**src/hw/mailbox_defines.svh**
```systemverilog
/*
 * MMC mailbox constants
 * Snoop locations, expected build hash, receive enable default
 * and the UDP port table defaults
 */
`ifndef MAILBOX_DEFINES_SVH
`define MAILBOX_DEFINES_SVH

// Mailbox addressing, page select on top of the SPI index
`define MAILBOX_PAGE_W 7
`define MAILBOX_OFFSET_W 4
`define MAILBOX_ADDR_W (`MAILBOX_PAGE_W + `MAILBOX_OFFSET_W)

// Snooped locations, four bytes each, MSB at the offset
`define MAILBOX_GITID_PAGE 3
`define MAILBOX_GITID_OFFSET 12
`define MAILBOX_HASH_PAGE 4
`define MAILBOX_HASH_OFFSET 12

`define MAILBOX_HASH 32'h5a17c3e9 // Expected build hash
`define MAILBOX_DEFAULT_ENABLE_RX 1'b1

// UDP port numbers loaded at reset
`define MAILBOX_UDP_PORT0 16'd7
`define MAILBOX_UDP_PORT1 16'd801
`define MAILBOX_UDP_PORT2 16'd802
`define MAILBOX_UDP_PORT3 16'd803
`define MAILBOX_UDP_PORT4 16'd0
`define MAILBOX_UDP_PORT5 16'd0
`define MAILBOX_UDP_PORT6 16'd0
`define MAILBOX_UDP_PORT7 16'd0

`endif

```
**src/hw/mailbox_pkg.sv**
```systemverilog
/*
 * MMC mailbox types
 * SPI word layout, config strobe bus and command encodings
 */
`default_nettype none

package mailbox_pkg;

  // Command and mailbox view of a word
  typedef struct packed {
    logic [3:0] opcode;
    logic [3:0] index;
    logic [7:0] data;
  } spi_fields_t;

  // Port table view, index split into slot and byte select
  typedef struct packed {
    logic [3:0] opcode;
    logic [2:0] slot;
    logic       hi_byte; // 1 selects bits 15:8 of the entry
    logic [7:0] data;
  } spi_port_t;

  typedef union packed {
    spi_fields_t fields;
    spi_port_t   port;
  } spi_word_u;

  typedef struct packed {
    logic      wr;   // Full word received
    logic      rd;   // First byte of a read received
    spi_word_u word; // Only opcode/index valid on rd
  } cfg_bus_t;

  localparam logic [3:0] OP_IPMAC    = 4'd1;
  localparam logic [3:0] OP_SPECIAL  = 4'd2;
  localparam logic [3:0] OP_PORT     = 4'd3;
  localparam logic [3:0] OP_MB_READ  = 4'd4;
  localparam logic [3:0] OP_MB_WRITE = 4'd5;

  // Index values under OP_SPECIAL
  localparam logic [3:0] SPECIAL_ENABLE = 4'd0;
  localparam logic [3:0] SPECIAL_PAGE   = 4'd2;

endpackage

`default_nettype wire

```
**src/hw/spi_responder.sv**
```systemverilog
/*
 * Pseudo-SPI responder
 * Oversamples sck/ncs/pico in clk, assembles 16-bit words,
 * issues an early read strobe after the first byte and a write
 * strobe at the end of a complete frame, returns a byte on poci
 */
`timescale 1ns/10ps
`default_nettype none

module spi_responder (
  input  logic                  clk,
  input  logic                  reset,
  input  logic                  sck,
  input  logic                  ncs,
  input  logic                  pico,
  input  logic [7:0]            reply,
  output logic                  poci,
  output mailbox_pkg::cfg_bus_t cfg
);
  import mailbox_pkg::*;

  logic [2:0]  sck_q;    // [1] is synchronized, [2] is previous
  logic [2:0]  ncs_q;
  logic [1:0]  pico_q;
  logic        sck_rise;
  logic        sck_fall;
  logic        ncs_rise;
  logic        ncs_fall;
  logic [15:0] rx_sr;
  logic [4:0]  bit_cnt;  // Saturates, so long frames never look complete
  logic [1:0]  rd_dly;
  logic [1:0]  wr_dly;
  logic        load_q;
  logic [7:0]  tx_sr;
  spi_word_u   head;     // First byte as a word, data zeroed

  // Two-flop synchronizer plus one for edge detect
  always_ff @(posedge clk) begin
    if (reset) begin
      sck_q  <= '0;
      ncs_q  <= '1; // Deselected, no false edge out of reset
      pico_q <= '0;
    end else begin
      sck_q  <= {sck_q[1:0], sck};
      ncs_q  <= {ncs_q[1:0], ncs};
      pico_q <= {pico_q[0], pico};
    end
  end

  assign sck_rise = sck_q[1] & ~sck_q[2] & ~ncs_q[1]; // Only inside a frame
  assign sck_fall = ~sck_q[1] & sck_q[2] & ~ncs_q[1];
  assign ncs_fall = ~ncs_q[1] & ncs_q[2];
  assign ncs_rise = ncs_q[1] & ~ncs_q[2];

  // Receive side, MSB first
  always_ff @(posedge clk) begin
    if (sck_rise)
      rx_sr <= {rx_sr[14:0], pico_q[1]};
  end

  always_ff @(posedge clk) begin
    if (reset)
      bit_cnt <= '0;
    else if (ncs_fall)
      bit_cnt <= '0; // New frame
    else if (sck_rise && bit_cnt != 5'd31)
      bit_cnt <= bit_cnt + 5'd1;
  end

  // Strobe pipelines, two stages plus the cfg register
  always_ff @(posedge clk) begin
    if (reset) begin
      rd_dly <= '0;
      wr_dly <= '0;
    end else begin
      rd_dly <= {rd_dly[0], sck_rise && bit_cnt == 5'd7}; // Eighth rise
      wr_dly <= {wr_dly[0], ncs_rise && bit_cnt == 5'd16};
    end
  end

  assign head = {rx_sr[7:0], 8'h00};

  always_ff @(posedge clk) begin
    cfg.wr <= wr_dly[1];
    cfg.rd <= rd_dly[1] && head.fields.opcode == OP_MB_READ;
    if (wr_dly[1])
      cfg.word <= rx_sr;
    else if (rd_dly[1])
      cfg.word <= head; // Opcode and index ahead of the data byte
    if (reset) begin
      cfg.wr <= 1'b0;
      cfg.rd <= 1'b0;
    end
  end

  // Transmit side, reply arrives the cycle after cfg.rd
  always_ff @(posedge clk) begin
    if (reset)
      load_q <= 1'b0;
    else
      load_q <= cfg.rd;
  end

  always_ff @(posedge clk) begin
    if (reset) begin
      tx_sr <= '0;
      poci  <= 1'b0;
    end else if (ncs_fall) begin
      tx_sr <= '0; // Zeros during the first byte
    end else if (ncs_rise) begin
      poci <= 1'b0;
    end else if (load_q) begin
      tx_sr <= reply; // Before the eighth falling edge
    end else if (sck_fall) begin
      poci  <= tx_sr[7];
      tx_sr <= {tx_sr[6:0], 1'b0};
    end
  end

endmodule

`default_nettype wire

```
**config.mk**
```make
export PLATFORM = sky130hd
export DESIGN_NAME = spi_responder
export DESIGN_NICKNAME = d
export VERILOG_FILES = /design/src/hw/mailbox_defines.svh /design/src/hw/mailbox_pkg.sv /design/src/hw/spi_responder.sv
export SDC_FILE = /design/constraint.sdc
export NUM_CORES = 1
export LEC_CHECK = 0
export BUFFER_PORTS_ARGS = -buffer_cell sky130_fd_sc_hd__clkbuf_2
export CAP_MARGIN = 5
export CORE_MARGIN = 2
export CORE_UTILIZATION = 40
export CTS_BUF_LIST = sky130_fd_sc_hd__clkbuf_4 sky130_fd_sc_hd__clkbuf_8
export CTS_CLUSTER_SIZE = 14
export DETAILED_ROUTE_END_ITERATION = 16
export PLACE_DENSITY_LB_ADDON = 0.08
export SLEW_MARGIN = 10
export SYNTH_ARGS = -nofsm -noshare
export SYNTH_HDL_FRONTEND = slang
export SYNTH_SLANG_ARGS = --single-unit
export TNS_END_PERCENT = 50
```
**constraint.sdc**
```tcl
create_clock -name clk -period 1.9 [get_ports clk]
set_input_delay 0.285 -clock clk [delete_from_list [all_inputs] [get_ports clk]]
set_output_delay 0.285 -clock clk [all_outputs]
set_load 0.02 [all_outputs]
```
== After elaboration in Yosys (flattened, before gate mapping) ==
Index checks and enable logic that the tools add are counted.
Widths: inputs -> output; s select.

* Input bits: 13
* Flip-flop bits (word level): 61
* Word-level logic and storage cells: 48

* $add $sub $neg: 1
* Muxes and demuxes: 7
* Reduce and logical (&&, ||, !) cells: 10
* Equal/unequal tests: 5
* Bitwise logic cells: 12

{| class="wikitable"
|+ Operator list
! operator !! count
|-
| $mux 16 || 2
|-
| $mux 8 || 2
|-
| $and 1x1->1 || 6
|-
| $not 1->1 || 6
|-
| $reduce_bool 2->1 || 3
|-
| $add 5x1->5 const B || 1
|-
| $eq 5x3->1 const B || 1
|-
| $eq 5x5->1 const B || 1
|-
| $ne 5x5->1 const B || 1
|-
| $eq 4x3->1 const B || 1
|-
| $logic_and 1x1->1 || 4
|-
| $mux 1 || 3
|-
| $reduce_and 3->1 || 1
|-
| $ne 2x2->1 const B || 1
|-
| $reduce_and 2->1 || 1
|-
| $reduce_or 2->1 || 1
|}

== Depth between registers and ports, before layout ==
Gate-level depths: netlist (run 1).

* Word-level depth: 6
* Depth in mapped cells: 6
* Depth with buffers taken out: 6

== Worst setup path after synthesis (run 1) ==
Ideal clock, no wire load.

* Kind: flip-flop to flip-flop
* From: reg sck_q[1]
* To: reg rx_sr[0], enable pin
* Cell stages (with the launch flop): 2
* Setup time: 0.415 ns
* Required time: 1.485 ns
* Clock period less this slack: 2.067 ns
* Slack: -0.167 ns
* Data arrival time: 1.652 ns
* Cell sequence: dfxtp_1 -> nor3b_1

* Word-level cells in the longest chain between the ends: 2

{| class="wikitable"
|+ Ends and longest elaborated chain
! element !! line !! text
|-
| start, declared || spi_responder.sv:22 || <nowiki>logic [2:0] sck_q;</nowiki>
|-
| start signal, assigned || spi_responder.sv:44 || <nowiki>sck_q <= {sck_q[1:0], sck};</nowiki>
|-
| $and 1x1->1 (2 in a row) || spi_responder.sv:50 || <nowiki>assign sck_rise = sck_q[1] & ~sck_q[2] & ~ncs_q[1];</nowiki>
|-
| named net sck_rise || spi_responder.sv:25 || <nowiki>logic sck_rise;</nowiki>
|-
| end signal, assigned || spi_responder.sv:58 || <nowiki>rx_sr <= {rx_sr[14:0], pico_q[1]};</nowiki>
|-
| end, declared || spi_responder.sv:29 || <nowiki>logic [15:0] rx_sr;</nowiki>
|}

The timed path passes the listed nets, and every way through them passes these cells.
A chain may end at the register's enable or synchronous reset.

== Worst setup path after layout (run 1) ==
* From: reg bit_cnt[0]
* To: reg bit_cnt[1]

* Word-level cells in the longest chain between the ends: 2

{| class="wikitable"
|+ Ends and longest elaborated chain
! element !! line !! text
|-
| start, declared || spi_responder.sv:30 || <nowiki>logic [4:0] bit_cnt;</nowiki>
|-
| start signal, assigned || spi_responder.sv:67 || <nowiki>bit_cnt <= bit_cnt + 5'd1;</nowiki>
|-
| branches (longest 2 deep; another with $add 5x1->5) || - ||
|}

Parallel ways; which one is timed is not known.

==> results of run 1 <==
## worst reg2reg max path, cell delays in order (launching register included)
cell,delay (ns)
dfxtp_1,0.35
ha_1,0.23
and3_1,0.19
ha_1,0.18
nor4b_2,0.23
buf_4,0.19
mux2i_1,0.21
nor2_1,0.06
## layout make-up
type | count | area, um^2
fill | 489 | 2790
sequential | 61 | 1540
multi-input combinational | 88 | 712
timing repair buffer | 36 | 193
clock buffer | 11 | 139
tap | 72 | 90.1
clock inverter | 5 | 75.1
inverter | 10 | 37.5
## synthesized netlist by cell type
cell,number
nand2_1,1
edfxtp_1,32
clkbuf_1,7
a211oi_1,14
or2_2,4
and3_1,1
mux2i_1,6
buf_6,2
mux2_2,15
ha_1,3
and2_1,8
dfxtp_1,29
nor3_1,1
or3b_2,2
nor2_1,5
nand4_1,2
nor3b_1,2
inv_1,10
nor4b_2,1
nand4b_1,1
or3b_1,1
nand3b_1,4
xnor2_1,1
or4b_2,1
nand2b_1,2
a21o_1,1
nor2b_1,10
nor4b_1,2
## stage by stage
step,cell area [um^2],total power (W)
finish,2790,0.00268
global route,2790,0.00278
CTS,2790,0.00272
detailed placement,2570,0.00147
global placement,2570,0.00147
floorplan,2340,0.00145
## routing by layer
layer | vias up | GRT usage, % | wire (um)
met2 | 33 | 22.0 | 1830
met5 | - | 0 | 0
met1 | 616 | 15.5 | 1680
li1 | 681 | - | -
met3 | 8 | 7.53 | 221
met4 | 0 | 5.76 | 65
## flip-flops by register name (all words and copies together), names as in the netlist
name / cells
load_q: 1
wr_dly: 2
ncs_q: 3
bit_cnt: 5
tx_sr: 8
pico_q: 2
rx_sr: 16
sck_q: 3
rd_dly: 2
poci: 1
cfg: 18
## worst max-delay path by stage
| stage | startpoint | to | slack [ns] |
|---|---|---|---|
| floorplan | bit_cnt[0] | bit_cnt[3] | 0.13 |
| CTS | bit_cnt[0] | bit_cnt[3] | 0.13 |
| global placement | bit_cnt[0] | bit_cnt[1] | 0.27 |
| finish | bit_cnt[0] | bit_cnt[1] | 0.14 |
| global route | bit_cnt[0] | bit_cnt[3] | 0.05 |
| detailed placement | bit_cnt[0] | bit_cnt[3] | 0.16 |
## cells by family (layout without fill, tap and decap cells)
family          Yosys count  after routing
flops                    61             61
simple gates             48             48
mux                      21             21
buf+inv                  19             62
compound gates           15             15
fa+ha+maj                 3              3
xor+xnor                  1              1
## power by group through the flow
stage / clock (W) / sequential, W / combinational (W)
after floorplan: 0 / 0.00142 / 0.0000286
after global placement: 0 / 0.00142 / 0.0000470
after detailed placement: 0 / 0.00142 / 0.0000483
after CTS: 0.00128 / 0.00139 / 0.0000485
after global routing: 0.00134 / 0.00139 / 0.0000530
final: 0.00124 / 0.00139 / 0.0000475
==> qor.yml, run 1 <==
status: "completed"
vias_per_cell: 4.73
drv_cap: 0
start_kind: "register"
r2r-end: "bit_cnt[1]"
final_hold_viol_count: 0
post_cts_resized: 0
grt_overflow: 0
cts_buffer_depth: 2
portBuffers: 31
die_x_um: 80.4
ir_drop_v: 0.000565
min_to: "ncs_q[0]"
reg2reg_slack_ns: 0.14
hold_start: "ncs"
antenna_cells: 0
rr_startpoint: "bit_cnt[0]"
cp_top_family: "simple AND/OR/NAND/NOR gates"
utilization_pct: 50.0
cp.buffers_inverters: 1
min_period_over_period_pct: 92.4
tightest_slew_ns: 0.458
path_max_fanout: 5
ioPinCount: 32
avgSynthCellArea_um2: 13.9
synth-xor-area-share_pct: 0.375
synth_warnings: 0
nets: 222
setup_viol: 0
rsz0062_at_grt: "false"
mostFrequentLayoutCell: "edfxtp_1"
rows: 27
final_cell_mix: "32 x edfxtp_1, 31 x clkbuf_2, 29 x dfxtp_1"
place_ws_ns: 0.158
powerDensity_nw_per_um2: 960
synth_compound_area_share_pct: 4.82
hold_depth: 2
max_stage_delay_ns: 0.35
synth_top_family_by_area: "simple AND/OR/NAND/NOR gates"
fmax_mhz: 570
power_switching_w: 0.000507
initial_core_util_pct: 41.9
final_cell_count_no_fill: 283
synth_fa_ha_area_share_pct: 1.61
grt_pass1_vias: 1374
cts_sinks: 61
chipHeight_um: 80.4
hold_class: "input pin to register"
cpMaxStageDelayCell: "dfxtp_1"
clkPwrFrac_pct: 46.2
cp_cell_sequence: "ha_1 -> and3_1 -> ha_1 -> nor4b_2 -> buf_4 -> mux2i_1 -> nor2_1"
reg2reg_depth: 7
remaining_drc_errors: 0
p_comb_share_pct: 1.8
path_clk_slew_ns: 0.06
grt_pass1_wl_um: 6530
track_usage_pct: 13.9
sw_frac_of_total_pct: 18.9
slew_headroom_pct: 69.4
synth_cells: 168
sequentialPowerShare_pct: 52.0
vias: 1338
cts_hold_buf: 0
drive_above_1_share_pct: 35.1
grt_max_degree: 23
gp_congestion: 0.683
cts_root_buf: "clkbuf_8"
finalMaxSlewViolations: 0
tritoncts: "done"
worst_slack_ns: 0.144
cts_buffers: 9
whs_ns: 0.131
min_period_ns: 1.76
placed_cells: 267
path_depth: 7
syn-num-nets: 184
drt-initial-drc-count: 54
crit_top_cell: "ha_1"
crit_arrival_ns: 1.96
post-cts-setup-buffer-count: 0
yosys.area_share.simple_pct: 13.7
wl_um: 3800
synth.mux.area_fraction_pct: 9.81
p_leak_nw: 1.02
area_growth_pct: 19.4
ant_nets: 0
ys_seq_elements: 61
crit_type: "register to register"
core_um2: 5570
clkLatencyLatePin_ns: 0.33
worst_ep_required_time_ns: 2.11
tns_ns: 0
yosysTopAreaCellShare_pct: 41.2
end_kind: "register"
die-area_um2: 6460
firstDrtPassIters: 4
synth_area_um2: 2330
antenna_found_initial: 0
yosys.area.top_type: "edfxtp_1"
place.detailed.hpwl_um: 2560
synth_seq_area_share_pct: 66.0
yosys-top-cells-area: "edfxtp_1 41%, dfxtp_1 25%, mux2_2 7.2%"
internal_power_w: 0.00217
cts_htree_levels: 3
routedWlPerCell_um: 13.4
skew_ns: 0.00576
ys_types: 28
No activity file was read; power rests on OpenSTA's default activity.
==> run 2: changes to the inputs <==
PLACE_DENSITY = 0.64   (was not set)
PLACE_DENSITY_LB_ADDON = not set   (was 0.08)
==> run 2 against run 1 <==
Combinational power rose by 1%. Sequential share of layout area is 0.65 points higher. Core utilization fell by 0.58 points. Die area stayed put. Critical path type unchanged. Critical endpoint is now bit_cnt[3].
==> qor.yml, run 2 (synthesis gave the netlist of run 1 again) <==
final_cell_mix: "32 x edfxtp_1, 31 x clkbuf_2, 29 x dfxtp_1"
place.detailed.hpwl_um: 2500
drt-initial-drc-count: 46
core_um2: 5570
nets: 224
top_register: "cfg"
start_kind: "register"
top_regs: "cfg (18), rx_sr (16), tx_sr (8)"
die_x_um: 80.4
cts_root_buf: "clkbuf_8"
die-area_um2: 6460
final_hold_viol_count: 0
cpMaxStageDelayCell: "dfxtp_1"
post_cts_resized: 0
cts_hold_buf: 0
initial_core_util_pct: 41.9
cts_sinks: 61
routedWlPerCell_um: 13.1
crit_top_cell: "ha_1"
worst_ep_required_time_ns: 2.12
setup_viol: 0
cp_cell_sequence: "ha_1 -> and3_1 -> ha_1 -> nor4b_2 -> buf_4 -> nand4_1 -> mux2i_1"
cts_htree_levels: 3
portBuffers: 31
antenna_found_initial: 0
tns_ns: 0
mostFrequentLayoutCell: "edfxtp_1"
drv_cap: 0
slew_headroom_pct: 69.5
rsz0062_at_grt: "false"
n_fill_cell: 510
hold_class: "input pin to register"
post-cts-setup-buffer-count: 0
crit_type: "register to register"
path_clk_slew_ns: 0.06
antenna_cells: 0
grt_pass1_vias: 1350
max_stage_delay_ns: 0.34
grt_overflow: 0
vias: 1336
vias_per_cell: 4.69
firstDrtPassIters: 4
clkLatencyLatePin_ns: 0.33
fmax_mhz: 590
grt_pass1_wl_um: 6170
min_period_over_period_pct: 89.2
finalMaxSlewViolations: 0
ant_nets: 0
worst_slack_ns: 0.205
gp_congestion: 0.704
tightest_slew_ns: 0.458
ir_drop_v: 0.000698
cts_buffer_depth: 2
tritoncts: "done"
cts_buffers: 9
status: "completed"
place_ws_ns: 0.214
ioPinCount: 32
crit_arrival_ns: 1.91
track_usage_pct: 12.8
largest_reg_flops: 18
remaining_drc_errors: 0
rows: 27
utilization_pct: 49.4
grt_max_degree: 19
skew_ns: 0.00589
reg2reg_depth: 7
wl_um: 3720
area_growth_pct: 18.0
p_leak_nw: 1.01
min_period_ns: 1.69
end_kind: "register"
path_max_fanout: 5
p_total_w: 0.00240
powerDensity_nw_per_um2: 870
drive_above_1_share_pct: 36.2
hold_depth: 2
chipHeight_um: 80.4
-- run 2: final timing paths --
kind,startpoint,endpoint,slack (ns)
worst min-delay path,ncs,ncs_q[0],0.14
worst max register to register,bit_cnt[0],bit_cnt[3],0.21
worst max-delay path,bit_cnt[0],bit_cnt[3],0.21
worst min register to register,ncs_q[0],ncs_q[1],0.41
-- run 2: area by class of cell --
type / instances / area [um^2] / area share (%)
sequential: 61 / 1540 / 55.9
multi-input combinational: 88 / 712 / 25.8
clock buffer: 9 / 124 / 4.50
tap: 72 / 90.1 / 3.27
clock inverter: 7 / 42.5 / 1.54
inverter: 10 / 37.5 / 1.36
timing repair buffer: 38 / 208 / 7.54
-- run 2: worst max-delay path, delay by kind of cell, from the launching register on --
| kind | cells | cell delay (ns) |
|---|---|---|
| AND/OR/NAND/NOR | 3 | 0.52 |
| adder cells (fa/ha/maj) | 2 | 0.41 |
| multiplexers | 1 | 0.13 |
| flip-flops | 1 | 0.34 |
| buffers and inverters | 1 | 0.19 |
-- run 2: layer usage --
metal | wire length, um | GRT usage [%] | vias up
met4 | 10 | 4.58 | 0
met2 | 1750 | 19.8 | 36
li1 | - | - | 682
met1 | 1720 | 15.1 | 616
met5 | 0 | 0 | -
met3 | 238 | 7.08 | 2
-- run 2: through the flow --
stage	cell area, um^2	hold WS, ns	cells
final	2760	0.138	285
after floorplan	2340	0.386	168
after global routing	2760	0.116	285
after CTS	2760	0.124	285
after global placement	2590	0.388	269
after detailed placement	2590	0.393	269
-- run 2: power by group --
part	internal, W	leakage (nW)	total (W)	switching (W)
Sequential	0.00139	0.506	0.00139	0.00000690
Clock	0.000462	0.0824	0.000957	0.000495
Combinational	0.0000249	0.418	0.0000480	0.0000231
Total	0.00187	1.01	0.00240	0.000525
