`src/hw/mailbox_defines.svh`:
```
/*
 * MMC mailbox constants
 * Snoop locations, expected build hash, receive enable default
 * and the UDP port table defaults
 */
`ifndef MAILBOX_DEFINES_SVH
`define MAILBOX_DEFINES_SVH

// Mailbox addressing, page select on top of the SPI index
`define MAILBOX_PAGE_W 7
`define MAILBOX_OFFSET_W 4
`define MAILBOX_ADDR_W (`MAILBOX_PAGE_W + `MAILBOX_OFFSET_W)

// Snooped locations, four bytes each, MSB at the offset
`define MAILBOX_GITID_PAGE 3
`define MAILBOX_GITID_OFFSET 12
`define MAILBOX_HASH_PAGE 4
`define MAILBOX_HASH_OFFSET 12

`define MAILBOX_HASH 32'h5a17c3e9 // Expected build hash
`define MAILBOX_DEFAULT_ENABLE_RX 1'b1

// UDP port numbers loaded at reset
`define MAILBOX_UDP_PORT0 16'd7
`define MAILBOX_UDP_PORT1 16'd801
`define MAILBOX_UDP_PORT2 16'd802
`define MAILBOX_UDP_PORT3 16'd803
`define MAILBOX_UDP_PORT4 16'd0
`define MAILBOX_UDP_PORT5 16'd0
`define MAILBOX_UDP_PORT6 16'd0
`define MAILBOX_UDP_PORT7 16'd0

`endif

```
`src/hw/mailbox_pkg.sv`:
```
/*
 * MMC mailbox types
 * SPI word layout, config strobe bus and command encodings
 */
`default_nettype none

package mailbox_pkg;

  // Command and mailbox view of a word
  typedef struct packed {
    logic [3:0] opcode;
    logic [3:0] index;
    logic [7:0] data;
  } spi_fields_t;

  // Port table view, index split into slot and byte select
  typedef struct packed {
    logic [3:0] opcode;
    logic [2:0] slot;
    logic       hi_byte; // 1 selects bits 15:8 of the entry
    logic [7:0] data;
  } spi_port_t;

  typedef union packed {
    spi_fields_t fields;
    spi_port_t   port;
  } spi_word_u;

  typedef struct packed {
    logic      wr;   // Full word received
    logic      rd;   // First byte of a read received
    spi_word_u word; // Only opcode/index valid on rd
  } cfg_bus_t;

  localparam logic [3:0] OP_IPMAC    = 4'd1;
  localparam logic [3:0] OP_SPECIAL  = 4'd2;
  localparam logic [3:0] OP_PORT     = 4'd3;
  localparam logic [3:0] OP_MB_READ  = 4'd4;
  localparam logic [3:0] OP_MB_WRITE = 4'd5;

  // Index values under OP_SPECIAL
  localparam logic [3:0] SPECIAL_ENABLE = 4'd0;
  localparam logic [3:0] SPECIAL_PAGE   = 4'd2;

endpackage

`default_nettype wire

```
`src/hw/mailbox_cmd_decode.sv`:
```
/*
 * Mailbox command decoder
 * Turns config strobes into MAC/IP, receive enable, page select,
 * UDP port table and snooped git ID / build hash
 */
`timescale 1ns/10ps
`default_nettype none
`include "mailbox_defines.svh"

module mailbox_cmd_decode (
  input  logic                  clk,
  input  logic                  reset,
  input  mailbox_pkg::cfg_bus_t cfg,
  input  logic [2:0]            pno_a,
  output logic [6:0]            mb_page,
  output logic [10:0]           mb_addr,
  output logic                  mb_wen,
  output logic                  mb_ren,
  output logic                  mb_strobe,
  output logic                  config_s,
  output logic                  config_p,
  output logic                  enable_rx,
  output logic                  ip_valid,
  output logic [31:0]           ip,
  output logic                  mac_valid,
  output logic [47:0]           mac,
  output logic                  match,
  output logic [31:0]           mmc_gitid,
  output logic                  mmc_gitid_valid,
  output logic [15:0]           pno_d
);
  import mailbox_pkg::*;

  spi_word_u   word;
  logic        wr_ipmac;
  logic        wr_special;
  logic        wr_port;
  logic        wr_mb;
  logic [7:0]  ipmac [16];
  logic [15:0] ipmac_valid;    // One bit per latched byte
  logic [15:0] pno_mem [8];
  logic [31:0] snoop_val [2];  // 0 is git ID, 1 is hash
  logic [3:0]  snoop_vld [2];

  assign word = cfg.word;

  assign wr_ipmac   = cfg.wr && word.fields.opcode == OP_IPMAC;
  assign wr_special = cfg.wr && word.fields.opcode == OP_SPECIAL;
  assign wr_port    = cfg.wr && word.fields.opcode == OP_PORT;
  assign wr_mb      = cfg.wr && word.fields.opcode == OP_MB_WRITE;

  // Same-cycle strobes
  assign config_s  = wr_ipmac;
  assign config_p  = wr_port;
  assign mb_wen    = wr_mb;
  assign mb_ren    = cfg.rd && word.fields.opcode == OP_MB_READ;
  assign mb_strobe = cfg.wr;  // End of every complete frame
  assign mb_addr   = {mb_page, word.fields.index};

  // Receive enable and page select
  always_ff @(posedge clk) begin
    if (reset) begin
      enable_rx <= `MAILBOX_DEFAULT_ENABLE_RX;
      mb_page   <= '0;
    end else if (wr_special) begin
      case (word.fields.index)
        SPECIAL_ENABLE: enable_rx <= word.fields.data[0];
        SPECIAL_PAGE:   mb_page   <= word.fields.data[6:0];
        default: ;      // Other specials ignored
      endcase
    end
  end

  // IP/MAC bytes
  always_ff @(posedge clk) begin
    if (wr_ipmac)
      ipmac[word.fields.index] <= word.fields.data;
  end

  always_ff @(posedge clk) begin
    if (reset)
      ipmac_valid <= '0;
    else if (wr_ipmac) begin
      if (word.fields.index == 4'd0)
        ipmac_valid <= 16'h0001; // Byte 0 restarts the table
      else
        ipmac_valid[word.fields.index] <= 1'b1;
    end
  end

  assign mac_valid = &ipmac_valid[5:0];
  assign ip_valid  = &ipmac_valid[9:6];
  assign mac = {ipmac[5], ipmac[4], ipmac[3], ipmac[2], ipmac[1], ipmac[0]};
  assign ip  = {ipmac[9], ipmac[8], ipmac[7], ipmac[6]};

  // UDP port table, written a byte at a time
  always_ff @(posedge clk) begin
    if (reset) begin
      pno_mem[0] <= `MAILBOX_UDP_PORT0;
      pno_mem[1] <= `MAILBOX_UDP_PORT1;
      pno_mem[2] <= `MAILBOX_UDP_PORT2;
      pno_mem[3] <= `MAILBOX_UDP_PORT3;
      pno_mem[4] <= `MAILBOX_UDP_PORT4;
      pno_mem[5] <= `MAILBOX_UDP_PORT5;
      pno_mem[6] <= `MAILBOX_UDP_PORT6;
      pno_mem[7] <= `MAILBOX_UDP_PORT7;
    end else if (wr_port) begin
      if (word.port.hi_byte)
        pno_mem[word.port.slot][15:8] <= word.port.data;
      else
        pno_mem[word.port.slot][7:0] <= word.port.data;
    end
  end

  assign pno_d = pno_mem[pno_a];

  // Snoop mailbox writes; both checked, pages may coincide
  for (genvar i = 0; i < 2; i++) begin : g_snoop
    localparam int PAGE = (i == 0) ? `MAILBOX_GITID_PAGE : `MAILBOX_HASH_PAGE;
    localparam int OFFSET = (i == 0) ? `MAILBOX_GITID_OFFSET : `MAILBOX_HASH_OFFSET;

    logic       hit;
    logic [1:0] sel;  // 0 is the most significant byte

    assign hit = wr_mb && mb_page == 7'(PAGE)
                 && int'(word.fields.index) >= OFFSET
                 && int'(word.fields.index) < OFFSET + 4;
    assign sel = 2'(int'(word.fields.index) - OFFSET);

    always_ff @(posedge clk) begin
      if (hit)
        snoop_val[i][8*(3-sel) +: 8] <= word.fields.data;
    end

    always_ff @(posedge clk) begin
      if (reset)
        snoop_vld[i] <= '0;
      else if (hit) begin
        if (sel == 2'd0)
          snoop_vld[i] <= 4'b0001; // MSB write starts over
        else
          snoop_vld[i][sel] <= 1'b1;
      end
    end
  end

  assign mmc_gitid       = snoop_val[0];
  assign mmc_gitid_valid = &snoop_vld[0];
  assign match = (&snoop_vld[1]) && (snoop_val[1] == `MAILBOX_HASH);

endmodule

`default_nettype wire

```
`config.mk`:
```
export PLATFORM = sky130hd
export DESIGN_NAME = mailbox_cmd_decode
export DESIGN_NICKNAME = d
export VERILOG_FILES = /design/src/hw/mailbox_pkg.sv /design/src/hw/mailbox_cmd_decode.sv
export VERILOG_INCLUDE_DIRS = /design/src /design/src/hw
export SDC_FILE = /design/constraint.sdc
export NUM_CORES = 1
export LEC_CHECK = 0
export BUFFER_PORTS_ARGS = -buffer_cell sky130_fd_sc_hd__buf_2
export CORE_UTILIZATION = 51
export DETAILED_ROUTE_END_ITERATION = 7
export GPL_TIMING_DRIVEN = 0
export PLACE_DENSITY = 0.72
export SYNTH_ARGS = -nofsm -noshare
export SYNTH_HDL_FRONTEND = slang
export SYNTH_SLANG_ARGS = --single-unit
```
`constraint.sdc`:
```
create_clock -name clk -period 2.77 [get_ports clk]
set_input_delay 0.554 -clock clk [delete_from_list [all_inputs] [get_ports clk]]
set_output_delay 0.554 -clock clk [all_outputs]
set_load 0.05 [all_outputs]
```
; ---- Yosys cells after proc, flatten, opt, wreduce, memory -nomap -nowiden
; Memories as Yosys holds them, arrays and structs flattened.
; Index checks and enable logic that the tools add are counted.
[word_totals]
output_inout_bits = 156
input_bits = 23
ff_bits = 24
mem_bits_rw = 328
wordCells = 110
mem_count = 4
[memory_table]
columns = memory, depth, width, rd, rd_clocked_by_memory_dff, wr, line
row1 = ipmac, 16, 8, 10, 0, 1, mailbox_cmd_decode.sv:39  ; logic [7:0] ipmac [16];
row2 = pno_mem, 8, 16, 1, 0, 8, mailbox_cmd_decode.sv:41  ; logic [15:0] pno_mem [8];
row3 = snoop_val, 2, 32, 2, 0, 1, mailbox_cmd_decode.sv:42  ; logic [31:0] snoop_val [2];
row4 = snoop_vld, 2, 4, 2, 0, 2, mailbox_cmd_decode.sv:43  ; logic [3:0] snoop_vld [2];
[op_classes]
reduce_logical = 22
n_bitwise = 11
muxes = 51
addsub = 3
shift = 2
eq_ne = 9
magnitude_cmp = 5
[ops]
columns = op, count
row1 = 2-to-1 mux 32 bit, 4
row2 = 2-to-1 mux 1 bit, 37
row3 = negator 32 -> 34 bit, 1
row4 = variable shift 8 x 34 -> 32 bit (first input constant), 1
row5 = indexed part select 8 x 34 -> 32 bit, 1
row6 = == test 32 x 31 -> 1 bit (second input constant), 1
row7 = 2-to-1 mux 16 bit, 2
row8 = OR reduction 32 bit, 1
row9 = 2-to-1 mux 4 bit, 4
row10 = bitwise OR 16 bit, 1
row11 = OR reduction 16 bit, 1
row12 = == test 4 x 2 -> 1 bit (second input constant), 3
row13 = logical AND 1 bit, 12
row14 = AND reduction 4 bit, 3
row15 = bitwise OR 1 bit, 10
row16 = == test 4 x 3 -> 1 bit (second input constant), 2
row17 = == test 7 x 2 -> 1 bit (second input constant), 1
row18 = == test 7 x 3 -> 1 bit (second input constant), 1
row19 = AND reduction 6 bit, 1
row20 = < comparator 4 x 5 -> 1 bit (second input constant), 1
row21 = demux 1 bit (select 4 bit), 1
row22 = == test 4 x 1 -> 1 bit (second input constant), 1
row23 = greater-or-equal comparator 4 x 1 -> 1 bit (second input constant), 1
row24 = greater-or-equal comparator 4 bit (second input constant), 1
row25 = other kinds (10), 11

; ---- Longest topological paths before layout
; Gate-level depths: netlist of run 1.
[depth]
word_depth = 9
mapped_depth = 6
ltp_nobuf = 5

; ---- Worst setup path before layout of run 1
; Ideal clock, no wire load.
[synth_timing]
path_kind = register to output
from = memory snoop_val[1][4], in the netlist snoop_val[0][36]
to = output port match
n_path_buf = 0
stages_incl_launch_ff = 3
required_time_ns = 2.216
setup_slack_ns = -0.168
arrival_time_ns = 2.384
path_cell_list = edfxtp_1 or4_1 nor4_1
[synth_lines]
columns = item, line
row1 = "start, declared", mailbox_cmd_decode.sv:42
row2 = "end, declared", mailbox_cmd_decode.sv:27  ; output logic match,

; ---- Worst setup path after layout of run 1
[layout_timing]
from = input port pno_a[2]
to = output port pno_d[6]
[layout_between]
elab_chain_len = 1
[layout_rtl]
columns = item, line
row1 = "start, declared", mailbox_cmd_decode.sv:14  ; input logic [2:0] pno_a,
row2 = memory read (8 x 16 bit), n/a
row3 = "end, declared", mailbox_cmd_decode.sv:30  ; output logic [15:0] pno_d
; No other way between the ends.

==> impl_metrics.toml, run 1 <==
[floorplan]
core_sq_um = 24200
die_x_um = 159
fp-row-count = 57
start_util_pct = 51.9
die_area_sq_um = 25300
ios = 179
chipHeight_um = 159

[logic_synthesis]
synth_area_sq_um = 12600
synthMostInstantiatedCell = "edfxtp_1"
synthMuxAreaShare_pct = 7.72
synth-simple-area-share_pct = 16.7
async_reset_ff_share_pct = 0
synth_xor_area_share_pct = 0
ys.flop_type = "edfxtp_1"
synth_area_leaders = "edfxtp_1, and2_1, mux4_2"
ys_seq_elements = 298
synthAdderAreaFrac_pct = 0.398
syn-instance-count = 765
synth_top_area_share_pct = 66.6
syn_nets = 792
synth.avg_cell_area_sq_um = 16.4
yosys.area.top_type = "edfxtp_1"
synth_compound_area_share_pct = 1.29
synth_edf_count = 279
ys_types = 44
synthTopCellsByCount = "edfxtp_1, and2_1, buf_4"
synth_seq_area_share_pct = 69.6
synth_top_family_by_area = "simple AND/OR/NAND/NOR gates"
yosys_warnings = 0

[timing]
max_freq_mhz = 371
setup_violations = 0
setup_slack_ns = 0.0777
tightest_slew_ns = 1.43
whs_ns = 0.406
fin_skew_ns = 0.00514
finalCritPeriodShare_pct = 97.2
fin_crit_ns = 2.69
hold_viol = 0
max-slew-margin-rel_pct = 4.11
rsz0062_at_grt = "no"
report.final.slew_viol_count = 0

[setup_path]
crit_start = "pno_a[2]"
crit_arrival_ns = 2.14
reg2regPathDepth = 4
endpoint = "pno_d[6]"
worstSetupPathType = "in -> out"
crit_path_end_kind = "output port"
start_kind = "input port"
r2r-start = "mb_page[6]"
crit_fanout = 10
crit_path_max_incr_delay_ns = 0.57
crit_slowest_cell = "clkbuf_1"
critPathRequiredTime_ns = 2.22
cp_cell_sequence = "buf_1 -> clkbuf_1 -> mux2_2 -> buf_2"
worst_r2r_endpoint = "snoop_val[0][29]"
rrSetupSlack_ns = 0.43

[clocking]
clkSinkCount = 298
cts_buffers = 29
cts_setup_buffers = 0
clock_path_buffers = 3
h-tree-depth = 1
clock_latency_ns = 0.54
cts-root-buf = "clkbuf_16"
path_clk_slew_ns = 0.06
tritoncts = "yes"

[global_route]
grt_use_total_pct = 22.9
grt_pass1_vias = 7288
antenna_found_initial = 0
grt_pass1_wl_um = 43100
gr-total-overflow = 0
grt_max_degree = 18

[place]
place_congestion = 0.812
post-place-cells = 1268
dp_hpwl_um = 19800
port_buffers = 176
place_ws_ns = -0.220

[detailed_routing]
drt_iter0_markers = 577
drt-wirelength-per-cell_um = 21.8
via_per_inst = 5.44
vias = 7197
ant_nets = 0
wirelength_um = 28800
drc = 0
dr.pass1.iters = 5

[job]
maxCapViolCount = 0

[pwr]
ir_drop_mv = 0.587
cellPowerDensity_nw_per_um2 = 658
power_uw = 9840
power_leakage_uw = 0.00552

[layout]
area_delta_synth_final_pct = 18.9
layout.nets = 1003
fillerInstances = 1820
post-route-util_pct = 61.7
drive_above_1_share_pct = 36.0
fin_cells = 1323

[status]
outcome = "completed"

[worst_hold_path]
min_path_type = "in -> reg"
[cell usage in the layout (no fill, tap or decap), types with 3 or more instances in the layout]
cell type	count
dfxtp_1	19
clkinvlp_4	3
mux2i_1	7
nor4_4	16
edfxtp_1	279
nand4_1	5
mux2_2	16
or2_1	16
nor4bb_1	5
clkinv_2	8
nor4b_2	5
nand2b_1	30
nor4_1	5
nand3b_1	6
buf_4	50
clkbuf_1	30
and3_1	4
and4b_1	4
nor3_1	7
and2_1	144
o21a_1	9
o21bai_1	7
clkinv_1	4
nand2_1	11
nor2_1	19
mux4_2	32
bufinv_16	6
buf_2	180
inv_1	7
ha_1	4
clkbuf_16	29
[state kept, by name, summed over array words and instances, names as in the netlist]
signal,flops
mb_page,7
ipmac_valid,10
snoop_val,64
ipmac,80
enable_rx,1
pno_mem,128
snoop_vld,8
[worst min path at each step]
| stage | start | end | slack, ns | cells past startpoint |
|---|---|---|---|---|
| global placement | ipmac_valid[6] | ipmac_valid[6] | 0.44 | 1 |
| detailed placement | ipmac_valid[7] | ipmac_valid[7] | 0.45 | 1 |
| CTS | cfg[7] | ipmac[5][7] | 0.39 | 1 |
| finish | cfg[7] | ipmac[7][7] | 0.41 | 1 |
| floorplan | snoop_vld[1][0] | snoop_vld[1][0] | 0.43 | 2 |
| global route | cfg[7] | ipmac[4][7] | 0.39 | 1 |
[layout make-up]
cell class | instances | area [sq um] | area share (%)
buffer | 85 | 529 | 3.54
clock inverter | 22 | 267 | 1.78
clock buffer | 31 | 733 | 4.90
inverter | 7 | 26.3 | 0.176
multi-input combinational | 375 | 3330 | 22.3
tap | 324 | 405 | 2.71
antenna | 1 | 2.50 | 0.0167
timing repair buffer | 180 | 911 | 6.09
sequential | 298 | 8760 | 58.5
[metrics by stage]
step / setup TNS (ns) / cell area [sq um]
floorplan: 0 / 12600
global placement: -20.26 / 13900
detailed placement: -12.29 / 13900
CTS: 0 / 14900
global route: 0 / 15000
finish: 0 / 15000
[worst max-delay path: cells and delay by family]
| family | cells | cell delay (ns) |
|---|---|---|
| mux | 1 | 0.45 |
| buf+inv | 3 | 1.13 |
[metal layers]
layer	routed length, um	up-vias	part of all wire (%)	GRT usage, %
li1	-	3233	-	-
met1	12000	3627	42	30.7
met2	14000	302	49	37.2
met3	2230	35	7.7	5.68
met4	531	0	1.8	6.47
met5	0	-	0	0
[where the power goes]
group	total, uW	internal [uW]	leakage (uW)	switching, uW
Combinational	665	203	0.00228	462
Sequential	5040	5010	0.00276	29.1
Clock	4140	2470	0.000487	1670
Total	9840	7680	0.00552	2160
[what timing repair did]
action / in CTS / in global routing
gates resized for setup: 8 / 2
endpoints found under the setup margin: 16 / 1
pin swaps: 0 / 0
hold buffers: 0 / 0
[cells by family after synthesis]
family	count (synthesis)
flip-flops	298
AND/OR/NAND/NOR	295
buffers and inverters	92
multiplexers	55
AO/OA/AOI/OAI	21
adder cells (fa/ha/maj)	4
(Power assumes the default switching activity.)
==> run 2: changes to the inputs <==
--- a/config.mk
+++ b/config.mk
@@ -7,6 +7,7 @@
 export NUM_CORES = 1
 export LEC_CHECK = 0
 export BUFFER_PORTS_ARGS = -buffer_cell sky130_fd_sc_hd__buf_2
+export CORE_ASPECT_RATIO = 0.6
 export CORE_UTILIZATION = 51
 export DETAILED_ROUTE_END_ITERATION = 7
 export GPL_TIMING_DRIVEN = 0
==> run 2 against run 1 <==
Effect of this change:
- non-clock buffer count shrank 1
- utilization grew 0.23 points
- global-route usage grew 1.8 points
- hold slack gained 0.021 ns
- largest power group unchanged
- via count grew 1.2%
==> impl_metrics.toml, run 2 (same netlist as run 1, synthesis figures left out) <==
[job]
maxCapViolCount = 0

[timing]
fin_crit_ns = 2.70
finalCritPeriodShare_pct = 97.5
fin_skew_ns = 0.0216
rsz0062_at_grt = "no"
hold_viol = 0
max-slew-margin-rel_pct = 11.0
report.final.slew_viol_count = 0
max_freq_mhz = 370
tightest_slew_ns = 1.32
setup_violations = 0

[floorplan]
ios = 179
chipHeight_um = 124
fp-row-count = 44
die_area_sq_um = 25300
start_util_pct = 52.1
die_x_um = 205
core_sq_um = 24200

[clocking]
h-tree-depth = 1
tritoncts = "yes"
cts_buffers = 27
clock_path_buffers = 3
hold_buffers = 0
clock_latency_ns = 0.55
path_clk_slew_ns = 0.06
clkSinkCount = 298
cts-root-buf = "clkbuf_16"
cts_resized = 10
cts_setup_buffers = 0

[detailed_routing]
drt-wirelength-per-cell_um = 23.0
via_per_inst = 5.53
wirelength_um = 30300
ant_nets = 0
vias = 7283
drc = 0
dr.pass1.iters = 5
drt_iter0_markers = 725

[setup_path]
worstSetupPathType = "in -> out"
crit_arrival_ns = 2.15
critPathRequiredTime_ns = 2.22
start_kind = "input port"
crit_path_end_kind = "output port"
crit_fanout = 10

[pwr]
cellPowerDensity_nw_per_um2 = 663
power_leakage_uw = 0.00553
ir_drop_mv = 0.570
power_uw = 9920

[worst_hold_path]
min_path_type = "in -> reg"

[status]
outcome = "completed"

[global_route]
grt_pass1_vias = 7092
gr-total-overflow = 0
grt_pass1_wl_um = 44900
grt_max_degree = 18
antenna_found_initial = 1
grt_use_total_pct = 24.7

[layout]
final_common_cell = "edfxtp_1"
top_register = "pno_mem"
drive_above_1_share_pct = 35.5
area_delta_synth_final_pct = 19.0
fin_cells = 1317
layout.nets = 1000
largest_registers = "pno_mem x128, ipmac x80, snoop_val x64"
mostFrequentLayoutCells = "edfxtp_1, buf_2, and2_1, buf_4, clkbuf_1"
multi_input_area_sq_um = 3340
largest_reg_flops = 128
regArea_sq_um = 8760
fillerInstances = 1828

[place]
post-place-cells = 1266
place_congestion = 0.880
port_buffers = 176
dp_hpwl_um = 21200
run 2: changes by cell type in the layout (fill, tap and decap cells not counted), moves of 2 or more:
cell and change:
clkinv_2 -6, clkinvlp_4 -2, clkbuf_1 +3, bufinv_16 +2, clkbuf_16 -2
run 2: layout make-up:
cell class	count	area share, %
Sequential cell	298	58.5
Antenna cell	1	0.0167
Multi-Input combinational cell	375	22.3
Buffer	85	3.57
Timing Repair Buffer	179	6.05
Clock buffer	34	4.76
Tap cell	322	2.69
Inverter	7	0.176
Clock inverter	16	1.91
run 2: per-layer routing:
metal  track usage, %  wire length, um
met1             38.4            14000
met2             34.6            12700
met3             6.96             3080
met4             4.57              486
met5                0                0
run 2: critical path, stage by stage:
cell      delay [ns]
clkbuf_2        0.19
buf_6           0.24
mux4_2          0.62
mux2_2          0.31
buf_2           0.22
run 2: path summary, 6_finish.rpt:
kind | from | end | slack [ns] | cells past startpoint
setup / recovery | pno_a[0] | pno_d[11] | 0.07 | 5
hold / removal | cfg[2] | ipmac[3][2] | 0.43 | 1
setup reg to reg | mb_page[6] | snoop_val[0][42] | 0.33 | 3
hold reg to reg | ipmac_valid[6] | ipmac_valid[6] | 0.46 | 1
run 2: metrics by stage:
step / hold slack (ns) / cell area [sq um] / util [%] / setup TNS, ns / setup slack [ns]
after floorplan: 0.425 / 12600 / - / 0 / 0.232
after global placement: 0.440 / 13900 / 57.4 / -30.97 / -0.750
after detailed placement: 0.448 / 13900 / 57.6 / -21.63 / -0.347
after CTS: 0.406 / 14900 / 61.8 / 0 / 0.0348
after global routing: 0.403 / 15000 / 61.9 / 0 / 0.00363
final: 0.427 / 15000 / 61.9 / 0 / 0.0702
run 2: where the power goes:
| part | internal, uW | total, uW | leakage, uW | switching, uW |
|---|---|---|---|---|
| sequential | 5010 | 5040 | 0.00276 | 31.3 |
| clock | 2570 | 4200 | 0.000481 | 1630 |
| combinational | 204 | 680 | 0.00229 | 476 |
==> run 3: changes to the inputs <==
--- a/config.mk
+++ b/config.mk
@@ -8,10 +8,12 @@
 export LEC_CHECK = 0
 export BUFFER_PORTS_ARGS = -buffer_cell sky130_fd_sc_hd__buf_2
 export CORE_ASPECT_RATIO = 0.6
+export CORE_MARGIN = 4
 export CORE_UTILIZATION = 51
 export DETAILED_ROUTE_END_ITERATION = 7
 export GPL_TIMING_DRIVEN = 0
 export PLACE_DENSITY = 0.72
+export REMOVE_ABC_BUFFERS = 1
 export SYNTH_ARGS = -nofsm -noshare
 export SYNTH_HDL_FRONTEND = slang
 export SYNTH_SLANG_ARGS = --single-unit
==> run 3 against run 2 <==
Effect of this change:
- total power decreased by 6.9%
- global-route usage decreased by 3.9 points
- register-to-register slack got worse by 0.22 ns
- via count decreased by 6.8%
- first-iteration DRC count decreased by 30%
- critical path type is now reg -> out
- critical endpoint is now match
- largest power group unchanged
==> impl_metrics.toml, run 3 (same netlist as run 1, synthesis figures left out) <==
[status]
outcome = "completed"

[setup_path]
crit_path_end_kind = "output port"
crit_fanout = 1
critPathRequiredTime_ns = 2.22
worstSetupPathType = "reg -> out"
start_kind = "flop"
crit_arrival_ns = 2.16

[clocking]
clkSinkCount = 298
cts_buffers = 27
clock_path_buffers = 3
h-tree-depth = 1
tritoncts = "yes"
hold_buffers = 0
cts-root-buf = "clkbuf_16"
path_clk_slew_ns = 0.06
clock_latency_ns = 0.54

[detailed_routing]
drt_iter0_markers = 505
drt-wirelength-per-cell_um = 22.9
via_per_inst = 5.50
vias = 6785
wirelength_um = 28300
drc = 0
dr.pass1.iters = 5
ant_nets = 0

[floorplan]
ios = 179
fp-row-count = 44
core_sq_um = 24200
die_area_sq_um = 27300
start_util_pct = 51.9
chipHeight_um = 130
die_x_um = 211

[layout]
layout.nets = 917
finalInstanceArea_sq_um = 14300
final_common_cell = "edfxtp_1"
largest_reg_flops = 128
area_delta_synth_final_pct = 13.4
regArea_sq_um = 8760
drive_above_1_share_pct = 32.4
mostFrequentLayoutCells = "edfxtp_1, buf_2, and2_1, mux4_2, nand2b_1"
top_register = "pno_mem"
fillerInstances = 1858
multi_input_area_sq_um = 3310
largest_registers = "pno_mem x128, ipmac x80, snoop_val x64"
fin_cells = 1234

[global_route]
grt_pass1_wl_um = 42900
gr-total-overflow = 0
grt_pass1_vias = 6923
grt_max_degree = 50
antenna_found_initial = 3
grt_use_total_pct = 20.8

[timing]
hold_viol = 0
tightest_slew_ns = 1.24
max-slew-margin-rel_pct = 17.0
fin_skew_ns = 0.0115
max_freq_mhz = 369
finalCritPeriodShare_pct = 97.9
rsz0062_at_grt = "yes"
report.final.slew_viol_count = 0
setup-tns-final_ns = 0
fin_crit_ns = 2.71
setup_violations = 0

[place]
place_congestion = 0.761
dp_hpwl_um = 18200
port_buffers = 178
post-place-cells = 1181
postPlaceCellArea_sq_um = 13400

[pwr]
ir_drop_mv = 0.464
power_leakage_uw = 0.00513
cellPowerDensity_nw_per_um2 = 648

[worst_hold_path]
min_path_type = "reg -> reg"

[job]
maxCapViolCount = 0
[run 3: repair_timing]
item	CTS	global route
endpoints found under the setup margin	144	96
gates resized for setup	4	1
setup buffers	0	0
[run 3: metrics by stage]
| step | setup WS [ns] | hold WS, ns | total power (uW) | utilization, % |
|---|---|---|---|---|
| after floorplan | -0.168 | 0.425 | 5490 | - |
| after global placement | -0.714 | 0.440 | 5760 | 55.2 |
| after detailed placement | -0.746 | 0.450 | 5770 | 55.3 |
| after CTS | 0.0296 | 0.466 | 9290 | 58.8 |
| after global routing | -0.0215 | 0.480 | 9530 | 58.9 |
| final | 0.0584 | 0.463 | 9240 | 58.9 |
[run 3: routing by layer]
metal	wire [um]	track usage, %	vias up	share of wire (%)
li1	-	-	3061	-
met1	13000	31.6	3419	46
met2	12300	30.8	281	44
met3	2600	5.71	24	9.2
met4	329	3.54	0	1.2
met5	0	0	-	0
[run 3: layout make-up]
cell class / count / share of cell area, %
Inverter: 7 / 0.184
Clock inverter: 8 / 0.316
Timing Repair Buffer: 181 / 6.45
Sequential cell: 298 / 61.4
Antenna cell: 1 / 0.0175
Multi-Input combinational cell: 375 / 23.2
Tap cell: 322 / 2.83
Clock buffer: 42 / 5.55
[run 3: path summary, 6_finish.rpt]
kind                                        from                to  slack [ns]  depth (start not counted)
worst max-delay path            snoop_val[0][34]             match        0.06                          4
worst min-delay path              ipmac_valid[6]    ipmac_valid[6]        0.46                          1
worst min register to register    ipmac_valid[6]    ipmac_valid[6]        0.46                          1
worst max register to register        mb_page[6]  snoop_val[0][13]        0.11                          3
[run 3: where the power goes]
group / total, uW / internal, uW / switching, uW
clock: 3560 / 1970 / 1600
sequential: 5040 / 5010 / 29.4
combinational: 634 / 185 / 449
total: 9240 / 7160 / 2070
[run 3: critical path: stages (launching register included)]
cell      delay (ns)
edfxtp_1        0.37
nor4bb_1        0.40
nand4_1         0.14
nor4_1          0.38
buf_2           0.34
